### src/rtl/ffp_cfg_pkg.sv
/* Datapath widths, pulser latency and the register write word
   Imported by the register bank, the pulse engine and the top level */
package ffp_cfg_pkg;

   localparam int DWI       = 18;  // Setpoint and output width, signed
   localparam int SLEW_WI   = 17;  // Max output change per cycle
   localparam int LENGTH_WI = 32;  // Pulse length counter
   localparam int PIPE_LAT  = 3;   // Start marker to ramp datapath
   localparam int WDATA_WI  = 36;  // Register write data

   // Setpoint view with x in the upper half
   typedef struct packed {
      logic signed [DWI-1:0] x;
      logic signed [DWI-1:0] y;
   } setp_pair_t;

   // Scalar view
   typedef struct packed {
      logic [WDATA_WI-LENGTH_WI-1:0] pad;    // Unused top bits
      logic [LENGTH_WI-1:0]          value;  // Length, slew, delay or control
   } scalar_t;

   // One write word, decoded by address
   typedef union packed {
      setp_pair_t setp;
      scalar_t    scalar;
   } cfg_word_u;

endpackage

### src/rtl/ffp_regs_pkg.sv
/* Register map of the pulse generator
   Addresses and control bit positions shared by the register bank and testbench */
package ffp_regs_pkg;

   localparam int ADDR_WI = 3;

   localparam logic [ADDR_WI-1:0] REG_LENGTH     = ADDR_WI'(0);  // Total pulse length
   localparam logic [ADDR_WI-1:0] REG_SLEW       = ADDR_WI'(1);  // Slew limit
   localparam logic [ADDR_WI-1:0] REG_SETP       = ADDR_WI'(2);  // x and y setpoints
   localparam logic [ADDR_WI-1:0] REG_TRIG_DELAY = ADDR_WI'(3);
   localparam logic [ADDR_WI-1:0] REG_TRIG_CTRL  = ADDR_WI'(4);
   localparam logic [ADDR_WI-1:0] REG_STATUS     = ADDR_WI'(5);  // Read only, bit 0 busy

   // TRIG_CTRL bits
   localparam int EN_EXT_BIT   = 0;  // Allow external trigger
   localparam int SW_START_BIT = 1;  // Software start, self-clearing

endpackage

### src/rtl/reg_delay.sv
/* Fixed-length delay line with asynchronous clear
   Delays a dw-bit word by len clock cycles */
`timescale 1ns/1ps

module reg_delay #(
   parameter int dw  = 1,
   parameter int len = 1
) (
   input  logic          clk,
   input  logic          arst_n,
   input  logic [dw-1:0] din,
   output logic [dw-1:0] dout
);
   logic [dw-1:0] sr [len];  // Stage 0 takes din

   always_ff @(posedge clk or negedge arst_n) begin
      if (!arst_n) begin
         for (int i = 0; i < len; i++) begin
            sr[i] <= '0;
         end
      end else begin
         sr[0] <= din;
         for (int i = 1; i < len; i++) begin
            sr[i] <= sr[i-1];  // Shift one stage
         end
      end
   end

   assign dout = sr[len-1];

endmodule

### src/rtl/ff_pulser.sv
/* Two-channel feedforward pulse engine
   Ramps both setpoints up at the slew limit, holds them and ramps them back to zero
   so the pulse ends at the programmed length; start is ignored while pulsing */
`timescale 1ns/1ps

module ff_pulser #(
   parameter int PIPE_LAT = ffp_cfg_pkg::PIPE_LAT
) (
   input  logic                               clk,
   input  logic                               arst_n,
   input  logic                               start,
   input  logic [ffp_cfg_pkg::LENGTH_WI-1:0]  length,    // Rise, flat top and fall
   input  logic [ffp_cfg_pkg::SLEW_WI-1:0]    slew_lim,  // Must be nonzero
   input  logic signed [ffp_cfg_pkg::DWI-1:0] setp_x,
   input  logic signed [ffp_cfg_pkg::DWI-1:0] setp_y,
   output logic                               busy,
   output logic signed [ffp_cfg_pkg::DWI-1:0] out_x,
   output logic signed [ffp_cfg_pkg::DWI-1:0] out_y
);
   import ffp_cfg_pkg::*;

   localparam int MWI = DWI - 1;  // Magnitude width
   localparam int AWI = DWI + 1;  // Ramp headroom for overshoot before railing

   logic                  pulse_on;
   logic                  pulse_on_dly;  // pulse_on aligned with the ramp
   logic                  fall;          // Ramp down phase
   logic [LENGTH_WI-1:0]  len_cnt;
   logic [LENGTH_WI-1:0]  rise_cnt;      // Cycles until both channels rail
   logic [LENGTH_WI-1:0]  fall_t;        // len_cnt value that starts the fall
   logic signed [DWI-1:0] setp [2];      // Channel 0 is x, 1 is y
   logic [MWI-1:0]        mag [2];       // Setpoint magnitudes
   logic [AWI-1:0]        nxt [2];       // Unclamped ramp
   logic [MWI-1:0]        us [2];        // Clamped magnitude
   logic signed [DWI-1:0] out_r [2];
   logic [1:0]            railed;
   logic [1:0]            railed_r;      // Matches length counter timing

   // Magnitude with -full scale saturated
   function automatic logic [MWI-1:0] abs_sat(input logic signed [DWI-1:0] v);
      logic [DWI-1:0] m;
      m = v[DWI-1] ? -v : v;
      return m[DWI-1] ? {MWI{1'b1}} : m[MWI-1:0];
   endfunction

   assign setp[0] = setp_x;
   assign setp[1] = setp_y;

   reg_delay #(
      .dw  (1),
      .len (PIPE_LAT)
   ) pipe_lat_i (
      .clk    (clk),
      .arst_n (arst_n),
      .din    (pulse_on),
      .dout   (pulse_on_dly)
   );

   // Length and phase control
   always_ff @(posedge clk or negedge arst_n) begin
      if (!arst_n) begin
         pulse_on <= 1'b0;
         fall     <= 1'b0;
         len_cnt  <= '0;
         rise_cnt <= '0;
         fall_t   <= '0;
      end else if (start && !pulse_on && !pulse_on_dly) begin  // Pipeline must be drained
         pulse_on <= 1'b1;
         fall     <= 1'b0;
         len_cnt  <= '0;
         rise_cnt <= '0;
         fall_t   <= '0;
      end else if (pulse_on && pulse_on_dly) begin
         len_cnt <= len_cnt + 1'b1;
         if (len_cnt == length) begin
            pulse_on <= 1'b0;  // Hard stop at length
         end
         if (fall_t != '0 && len_cnt == fall_t) begin
            fall <= 1'b1;
         end
         if (railed_r == 2'b11) begin
            // Fall mirrors the rise plus pipeline slack
            fall_t <= length - rise_cnt - LENGTH_WI'(5);
         end else if (!fall) begin
            rise_cnt <= rise_cnt + 1'b1;
         end
      end
   end

   always_ff @(posedge clk) begin
      for (int c = 0; c < 2; c++) begin
         mag[c] <= abs_sat(setp[c]);
      end
   end

   // Ramp step
   always_ff @(posedge clk or negedge arst_n) begin
      if (!arst_n) begin
         for (int c = 0; c < 2; c++) begin
            nxt[c] <= '0;
         end
      end else begin
         for (int c = 0; c < 2; c++) begin
            if (!pulse_on) begin
               nxt[c] <= '0;
            end else if (railed[c]) begin
               nxt[c] <= AWI'(mag[c]);                   // Hold at the rail
            end else if (!fall) begin
               nxt[c] <= nxt[c] + AWI'(slew_lim);
            end else if (nxt[c] > AWI'(slew_lim)) begin
               nxt[c] <= nxt[c] - AWI'(slew_lim);
            end else begin
               nxt[c] <= '0;                             // Clamp at zero
            end
         end
      end
   end

   // Rail detect and clamp
   always_ff @(posedge clk or negedge arst_n) begin
      if (!arst_n) begin
         railed   <= '0;
         railed_r <= '0;
         for (int c = 0; c < 2; c++) begin
            us[c] <= '0;
         end
      end else if (!pulse_on) begin
         railed   <= '0;
         railed_r <= '0;
         for (int c = 0; c < 2; c++) begin
            us[c] <= '0;
         end
      end else begin
         railed_r <= railed;
         for (int c = 0; c < 2; c++) begin
            if (fall) begin
               railed[c] <= 1'b0;
               us[c]     <= nxt[c][MWI-1:0];      // Never above mag here
            end else if (nxt[c] >= AWI'(mag[c])) begin
               railed[c] <= 1'b1;
               us[c]     <= mag[c];
            end else begin
               us[c] <= nxt[c][MWI-1:0];
            end
         end
      end
   end

   // Sign restore
   always_ff @(posedge clk or negedge arst_n) begin
      if (!arst_n) begin
         for (int c = 0; c < 2; c++) begin
            out_r[c] <= '0;
         end
      end else begin
         for (int c = 0; c < 2; c++) begin
            out_r[c] <= setp[c][DWI-1] ? -DWI'(us[c]) : DWI'(us[c]);
         end
      end
   end

   assign out_x = out_r[0];
   assign out_y = out_r[1];
   assign busy  = pulse_on;

endmodule

### src/rtl/ffp_regbank.sv
/* Settings registers of the pulse generator
   Decodes plain address/strobe writes and returns any register on a registered read */
`timescale 1ns/1ps

module ffp_regbank #(
   parameter int TRIG_DELAY_WI = 16
) (
   input  logic                               clk,
   input  logic                               arst_n,
   input  logic                               wr_en,
   input  logic [ffp_regs_pkg::ADDR_WI-1:0]   wr_addr,
   input  logic [ffp_cfg_pkg::WDATA_WI-1:0]   wr_data,
   input  logic [ffp_regs_pkg::ADDR_WI-1:0]   rd_addr,
   input  logic                               busy,
   output logic [ffp_cfg_pkg::WDATA_WI-1:0]   rd_data,
   output logic [ffp_cfg_pkg::LENGTH_WI-1:0]  length,
   output logic [ffp_cfg_pkg::SLEW_WI-1:0]    slew_lim,
   output logic signed [ffp_cfg_pkg::DWI-1:0] setp_x,
   output logic signed [ffp_cfg_pkg::DWI-1:0] setp_y,
   output logic [TRIG_DELAY_WI-1:0]           trig_delay,
   output logic                               ext_en,
   output logic                               sw_start
);
   import ffp_cfg_pkg::*;
   import ffp_regs_pkg::*;

   cfg_word_u wr_word;  // Write data seen through either view
   cfg_word_u rd_word;  // Readback before the output register

   assign wr_word = wr_data;

   always_ff @(posedge clk or negedge arst_n) begin
      if (!arst_n) begin
         length     <= '0;
         slew_lim   <= '0;
         setp_x     <= '0;
         setp_y     <= '0;
         trig_delay <= '0;
         ext_en     <= 1'b0;
         sw_start   <= 1'b0;
      end else begin
         sw_start <= 1'b0;  // One cycle only
         if (wr_en) begin
            case (wr_addr)
               REG_LENGTH:     length     <= wr_word.scalar.value;
               REG_SLEW:       slew_lim   <= wr_word.scalar.value[SLEW_WI-1:0];
               REG_TRIG_DELAY: trig_delay <= wr_word.scalar.value[TRIG_DELAY_WI-1:0];
               REG_SETP: begin
                  setp_x <= wr_word.setp.x;  // Upper half
                  setp_y <= wr_word.setp.y;
               end
               REG_TRIG_CTRL: begin
                  ext_en   <= wr_word.scalar.value[EN_EXT_BIT];
                  sw_start <= wr_word.scalar.value[SW_START_BIT];
               end
               default: ;  // Status and unmapped ignore writes
            endcase
         end
      end
   end

   // Readback mux
   always_comb begin
      rd_word = '0;
      case (rd_addr)
         REG_LENGTH:     rd_word.scalar.value                      = length;
         REG_SLEW:       rd_word.scalar.value[SLEW_WI-1:0]         = slew_lim;
         REG_TRIG_DELAY: rd_word.scalar.value[TRIG_DELAY_WI-1:0]   = trig_delay;
         REG_TRIG_CTRL:  rd_word.scalar.value[EN_EXT_BIT]          = ext_en;  // Start reads 0
         REG_STATUS:     rd_word.scalar.value[0]                   = busy;
         REG_SETP: begin
            rd_word.setp.x = setp_x;
            rd_word.setp.y = setp_y;
         end
         default:        rd_word = '0;
      endcase
   end

   always_ff @(posedge clk) begin
      rd_data <= rd_word;  // Valid one cycle after rd_addr
   end

endmodule

### src/rtl/ffp_trigger.sv
/* Pulse trigger with programmable start delay
   Merges the software strobe with the external trigger edge and drops triggers while busy */
`timescale 1ns/1ps

module ffp_trigger #(
   parameter int TRIG_DELAY_WI = 16
) (
   input  logic                     clk,
   input  logic                     arst_n,
   input  logic                     ext_trig,  // Synchronous to clk
   input  logic                     ext_en,
   input  logic                     sw_start,
   input  logic                     busy,
   input  logic [TRIG_DELAY_WI-1:0] trig_delay,
   output logic                     start
);
   logic                     ext_trig_d;  // Last ext_trig level
   logic                     ext_rise;
   logic                     trig_ok;     // Trigger accepted
   logic                     pending;     // Delay count running
   logic [TRIG_DELAY_WI-1:0] cnt;
   logic                     fire;

   assign ext_rise = ext_en && ext_trig && !ext_trig_d;
   assign trig_ok  = (sw_start || ext_rise) && !busy && !pending && !start;

   // Zero delay fires at once, otherwise on the last count
   assign fire = (trig_ok && trig_delay == '0) ||
                 (pending && cnt == TRIG_DELAY_WI'(1));

   always_ff @(posedge clk or negedge arst_n) begin
      if (!arst_n) begin
         ext_trig_d <= 1'b1;  // Level high out of reset is no edge
         pending    <= 1'b0;
         cnt        <= '0;
         start      <= 1'b0;
      end else begin
         ext_trig_d <= ext_trig;
         start      <= fire;
         if (trig_ok && trig_delay != '0) begin
            pending <= 1'b1;
            cnt     <= trig_delay;
         end else if (pending) begin
            cnt <= cnt - 1'b1;
            if (fire) begin
               pending <= 1'b0;
            end
         end
      end
   end

endmodule

### src/rtl/ffp_top.sv
/* Feedforward pulse generator top level
   Register bank, trigger and pulse engine behind a plain write/read register port */
`timescale 1ns/1ps

module ffp_top #(
   parameter int TRIG_DELAY_WI = 16
) (
   input  logic                               clk,
   input  logic                               arst_n,
   input  logic                               wr_en,
   input  logic [ffp_regs_pkg::ADDR_WI-1:0]   wr_addr,
   input  logic [ffp_cfg_pkg::WDATA_WI-1:0]   wr_data,
   input  logic [ffp_regs_pkg::ADDR_WI-1:0]   rd_addr,
   output logic [ffp_cfg_pkg::WDATA_WI-1:0]   rd_data,
   input  logic                               ext_trig,
   output logic signed [ffp_cfg_pkg::DWI-1:0] out_x,
   output logic signed [ffp_cfg_pkg::DWI-1:0] out_y,
   output logic                               busy
);
   import ffp_cfg_pkg::*;

   logic [LENGTH_WI-1:0]     length;
   logic [SLEW_WI-1:0]       slew_lim;
   logic signed [DWI-1:0]    setp_x;
   logic signed [DWI-1:0]    setp_y;
   logic [TRIG_DELAY_WI-1:0] trig_delay;
   logic                     ext_en;
   logic                     sw_start;  // From TRIG_CTRL write
   logic                     start;     // Delayed trigger into the pulser

   ffp_regbank #(.TRIG_DELAY_WI(TRIG_DELAY_WI)) regbank_i (
      .clk        (clk),
      .arst_n     (arst_n),
      .wr_en      (wr_en),
      .wr_addr    (wr_addr),
      .wr_data    (wr_data),
      .rd_addr    (rd_addr),
      .busy       (busy),
      .rd_data    (rd_data),
      .length     (length),
      .slew_lim   (slew_lim),
      .setp_x     (setp_x),
      .setp_y     (setp_y),
      .trig_delay (trig_delay),
      .ext_en     (ext_en),
      .sw_start   (sw_start)
   );

   ffp_trigger #(.TRIG_DELAY_WI(TRIG_DELAY_WI)) trigger_i (
      .clk        (clk),
      .arst_n     (arst_n),
      .ext_trig   (ext_trig),
      .ext_en     (ext_en),
      .sw_start   (sw_start),
      .busy       (busy),
      .trig_delay (trig_delay),
      .start      (start)
   );

   ff_pulser #(.PIPE_LAT(PIPE_LAT)) pulser_i (
      .clk      (clk),
      .arst_n   (arst_n),
      .start    (start),
      .length   (length),
      .slew_lim (slew_lim),
      .setp_x   (setp_x),
      .setp_y   (setp_y),
      .busy     (busy),
      .out_x    (out_x),
      .out_y    (out_y)
   );

endmodule

### config.mk
export PLATFORM = sky130hd
export DESIGN_NAME = ffp_top
export DESIGN_NICKNAME = d
export VERILOG_FILES = /design/src/rtl/ffp_cfg_pkg.sv /design/src/rtl/ffp_regs_pkg.sv /design/src/rtl/reg_delay.sv /design/src/rtl/ff_pulser.sv /design/src/rtl/ffp_regbank.sv /design/src/rtl/ffp_trigger.sv /design/src/rtl/ffp_top.sv
export SDC_FILE = /design/constraint.sdc
export NUM_CORES = 1
export LEC_CHECK = 0
export CORE_ASPECT_RATIO = 0.8
export CORE_MARGIN = 2
export CORE_UTILIZATION = 45
export CTS_BUF_LIST = sky130_fd_sc_hd__clkbuf_8 sky130_fd_sc_hd__clkbuf_16
export DETAILED_ROUTE_END_ITERATION = 12
export DONT_BUFFER_PORTS = 1
export SYNTH_ARGS = -nofsm -noshare
export SYNTH_HDL_FRONTEND = slang
export SYNTH_SLANG_ARGS = --single-unit
export TNS_END_PERCENT = 100
### constraint.sdc
create_clock -name clk -period 5.31 [get_ports clk]
set_clock_uncertainty 0.1 [all_clocks]
set_input_delay 0.7965 -clock clk [delete_from_list [all_inputs] [get_ports clk]]
set_output_delay 0.7965 -clock clk [all_outputs]
set_load 0.03 [all_outputs]
==> results.py <==
metrics = {
    "outcome": {
        "outcome": "finished, violations left",
        "violations": "negative hold slack",
    },
    "worst_setup_path": {
        "reg2reg_to": "pulser_i.fall_t[31]$_DFFE_PN0P_",
        "cp-end-kind": "flop",
        "worstPathCellList": "inv_1, ha_1, ha_1, fa_1, a211oi_1, o211ai_1, nand3_1, a21oi_1, or3_1, a21oi_1, o21ai_1, xnor2_1, a22o_1",
        "cpPeakStageDelay_ns": 0.43,
        "rr_worst_depth": 13,
        "crit_start": "pulser_i.rise_cnt[1]$_DFFE_PN0P_",
        "cp_slowest_cell": "fa_1",
        "critPathLaunchType": "flop",
        "cp_max_fo": 5,
        "critical_path_class": "flop to flop",
        "crit_required_ns": 5.68,
        "r2r_start": "pulser_i.rise_cnt[1]$_DFFE_PN0P_",
        "reg2reg_slack_ns": 1.75,
        "arrival_ns": 3.93,
    },
    "global_route": {
        "grt_pass1_wl_um": 106800,
        "antenna_found_initial": 4,
        "grt_pass1_vias": 18070,
        "grt.total_usage": 0.2520,
        "globalRouteOverflowTotal": 0,
        "grt_max_degree": 336,
    },
    "finish": {
        "fill_cells": 4794,
        "nets": 2712,
        "synthToLayoutAreaGrowth_pct": 9.385,
        "drive_gt1_frac": 0.07123,
        "final_area_um2": 25720,
        "finalNonFillerCells": 3213,
    },
    "sta": {
        "slew_viol_final": 0,
        "clock.fmax_mhz": 280.6,
        "worstMarginPinSlew_ns": 1.266,
        "setup_viol_count_final": 0,
        "hold_slack_ns": -0.1916,
        "finalWorstSetupSlack_ns": 1.746,
        "finalHoldViolCount": 274,
        "rsz0062_at_grt": "false",
        "timing.final.crit_share": 0.6711,
        "tns_ns": 0,
        "maxSlewHeadroom": 0.1548,
        "min_period_ns": 3.564,
    },
    "floorplanning": {
        "start_util": 0.4585,
        "core_area_um2": 51290,
        "io_pins": 119,
        "die_area_um2": 54110,
        "rows": 74,
        "die_w_um": 259.6,
        "fp.dieH_um": 208.5,
    },
    "clocking": {
        "post_cts_buffers": 0,
        "worstSkewPairLatency_ns": 0.58,
        "clkTransAtPathRegs_ns": 0.06,
        "cts_made_buffers": 45,
        "cts_resized": 0,
        "cts_root_buf": "clkbuf_16",
        "clock_sinks": 405,
        "htreeDepth": 2,
        "cts_buffer_depth": 3,
        "cts_tree": "done",
    },
    "logic_synthesis": {
        "synth_top_area_frac": 0.3554,
        "ys_warn_count": 0,
        "synth_edf_count": 0,
        "synth_area_um2": 23520,
        "syn_nets": 2760,
        "ys_types": 85,
        "synth_top_area_cell": "dfrtp_1",
        "synth_flop_cell": "dfrtp_1",
        "ys_seq_area_frac": 0.4161,
        "synth.avg_cell_area_um2": 9.266,
        "synthArstFlopShare": 0.8272,
        "yosys_register_bits": 405,
        "synth_cells": 2538,
        "synth.area.top_cells": "dfrtp_1, ha_1, dfxtp_1",
    },
    "pwr": {
        "p_per_area_nw_per_um2": 528.4,
        "ir_worst_vdd_mv": 0.2554,
        "p_leak_nw": 11.34,
    },
    "detailed_routing": {
        "ant_nets": 0,
        "drt_wl_total_um": 67350,
        "viasPerCell": 5.771,
        "vias": 18540,
        "drt_iter0_markers": 1740,
        "firstDrtPassIters": 6,
        "wl_per_cell_um": 20.96,
        "drc": 0,
    },
    "flow_run": {
        "cap_violations": 0,
    },
    "placed_design": {
        "place_congestion": 0.9404,
        "placedCellCount": 3127,
        "port_buffers": 0,
        "place_worst_setup_slack_ns": 1.789,
        "dpl_cell_area_um2": 24080,
        "hpwl_um": 50930,
    },
    "hold_path": {
        "hp-class": "input port to asynchronous set/reset pin",
    },
}
flip-flops by register name, indices dropped and copies added (netlist names), 32 cells and up:
register           flops
pulser_i.mag          34
pulser_i.fall_t       32
regbank_i.length      32
pulser_i.nxt          38
pulser_i.rise_cnt     32
pulser_i.us           34
pulser_i.len_cnt      32
regbank_i.rd_data     36
cells in the final DEF (no fill, tap or decap), types with 38 or more instances in the layout:
| master | n |
|---|---|
| nand2_1 | 287 |
| mux2_2 | 54 |
| xnor2_1 | 148 |
| nor2_1 | 130 |
| inv_1 | 199 |
| o21ai_0 | 162 |
| nor3_1 | 47 |
| nand3_1 | 77 |
| o21ai_1 | 45 |
| dfrtp_1 | 333 |
| nor2b_1 | 38 |
| clkbuf_16 | 47 |
| xor2_1 | 66 |
| ha_1 | 171 |
| nand4_1 | 41 |
| a21oi_1 | 95 |
| dfxtp_1 | 70 |
| a22o_1 | 48 |
final cells by class:
type	instances	area, um2	area share
clock inverters	25	301.5	0.01172
clock buffers	59	1341	0.05214
inverters	197	739.5	0.02875
flip-flops and latches	405	9787	0.3805
diodes	2	5.005	0.0001946
repair buffers	15	112.6	0.004378
multi-input cells	1826	12580	0.4891
well taps	684	855.8	0.03327
per-stage QoR:
| step | utilization | total power [mW] |
|---|---|---|
| 3_3_place_gp | 0.4694 | 10.11 |
| 5_1_grt | 0.5015 | 14.55 |
| 2_1_floorplan | - | 8.769 |
| 4_1_cts | 0.5014 | 13.66 |
| 3_5_place_dp | 0.4694 | 10.19 |
| 6_report | 0.5015 | 13.59 |
critical path: cells and delay by family, from the launching register on:
kind / cells / cell delay [ns]
xor gates and xnor gates: 1 / 0.14
adders and majority gates: 3 / 0.95
and+or+nand+nor: 2 / 0.51
DFF: 1 / 0.39
buffers and inverters: 1 / 0.09
AOI/OAI and AO/OA: 6 / 1.27
power by group:
part           internal [mW]  switching (mW)
clock                   2.07            1.33
sequential              3.91            1.29
combinational           2.20            2.78
per-layer routing:
| metal | vias to the layer above | part of all wire | global-route usage |
|---|---|---|---|
| met3 | 105 | 0.057 | 0.04045 |
| met1 | 9119 | 0.47 | 0.3636 |
| met5 | - | 0 | 0 |
| met2 | 509 | 0.45 | 0.3915 |
| met4 | 0 | 0.024 | 0.06778 |
| li1 | 8810 | - | - |
Yosys cell counts (33+ instances only):
| library cell | n |
|---|---|
| inv_1 | 194 |
| mux2_2 | 54 |
| dfxtp_1 | 70 |
| xnor2_1 | 148 |
| ha_1 | 171 |
| o21ai_1 | 45 |
| nand4_1 | 41 |
| o21ai_0 | 162 |
| clkbuf_1 | 93 |
| xor2_1 | 66 |
| dfrtp_1 | 334 |
| nand2_1 | 287 |
| a22o_1 | 48 |
| nor2_1 | 132 |
| a21oi_1 | 95 |
| nor3_1 | 48 |
| a21o_1 | 37 |
| nor2b_1 | 38 |
| a22oi_1 | 34 |
| nand3_1 | 77 |
| nor4_1 | 33 |
worst max path at each step:
stage               depth (start not counted)  slack [ns]                              end
CTS                                        13        1.77  pulser_i.fall_t[31]$_DFFE_PN0P_
global placement                           12        1.80  pulser_i.fall_t[31]$_DFFE_PN0P_
detailed placement                         13        1.79  pulser_i.fall_t[31]$_DFFE_PN0P_
finish                                     13        1.75  pulser_i.fall_t[31]$_DFFE_PN0P_
floorplan                                  12        2.15  pulser_i.fall_t[31]$_DFFE_PN0P_
global route                               12        1.48  pulser_i.fall_t[31]$_DFFE_PN0P_
cells by family after synthesis:
group / synth area share
AND/OR/NAND/NOR: 0.1499
AO/OA/AOI/OAI: 0.1706
XOR/XNOR: 0.07970
multiplexers: 0.03863
adder cells (fa/ha/maj): 0.09524
buffers and inverters: 0.04980
flip-flops: 0.4161
(Power assumes the default switching activity.)
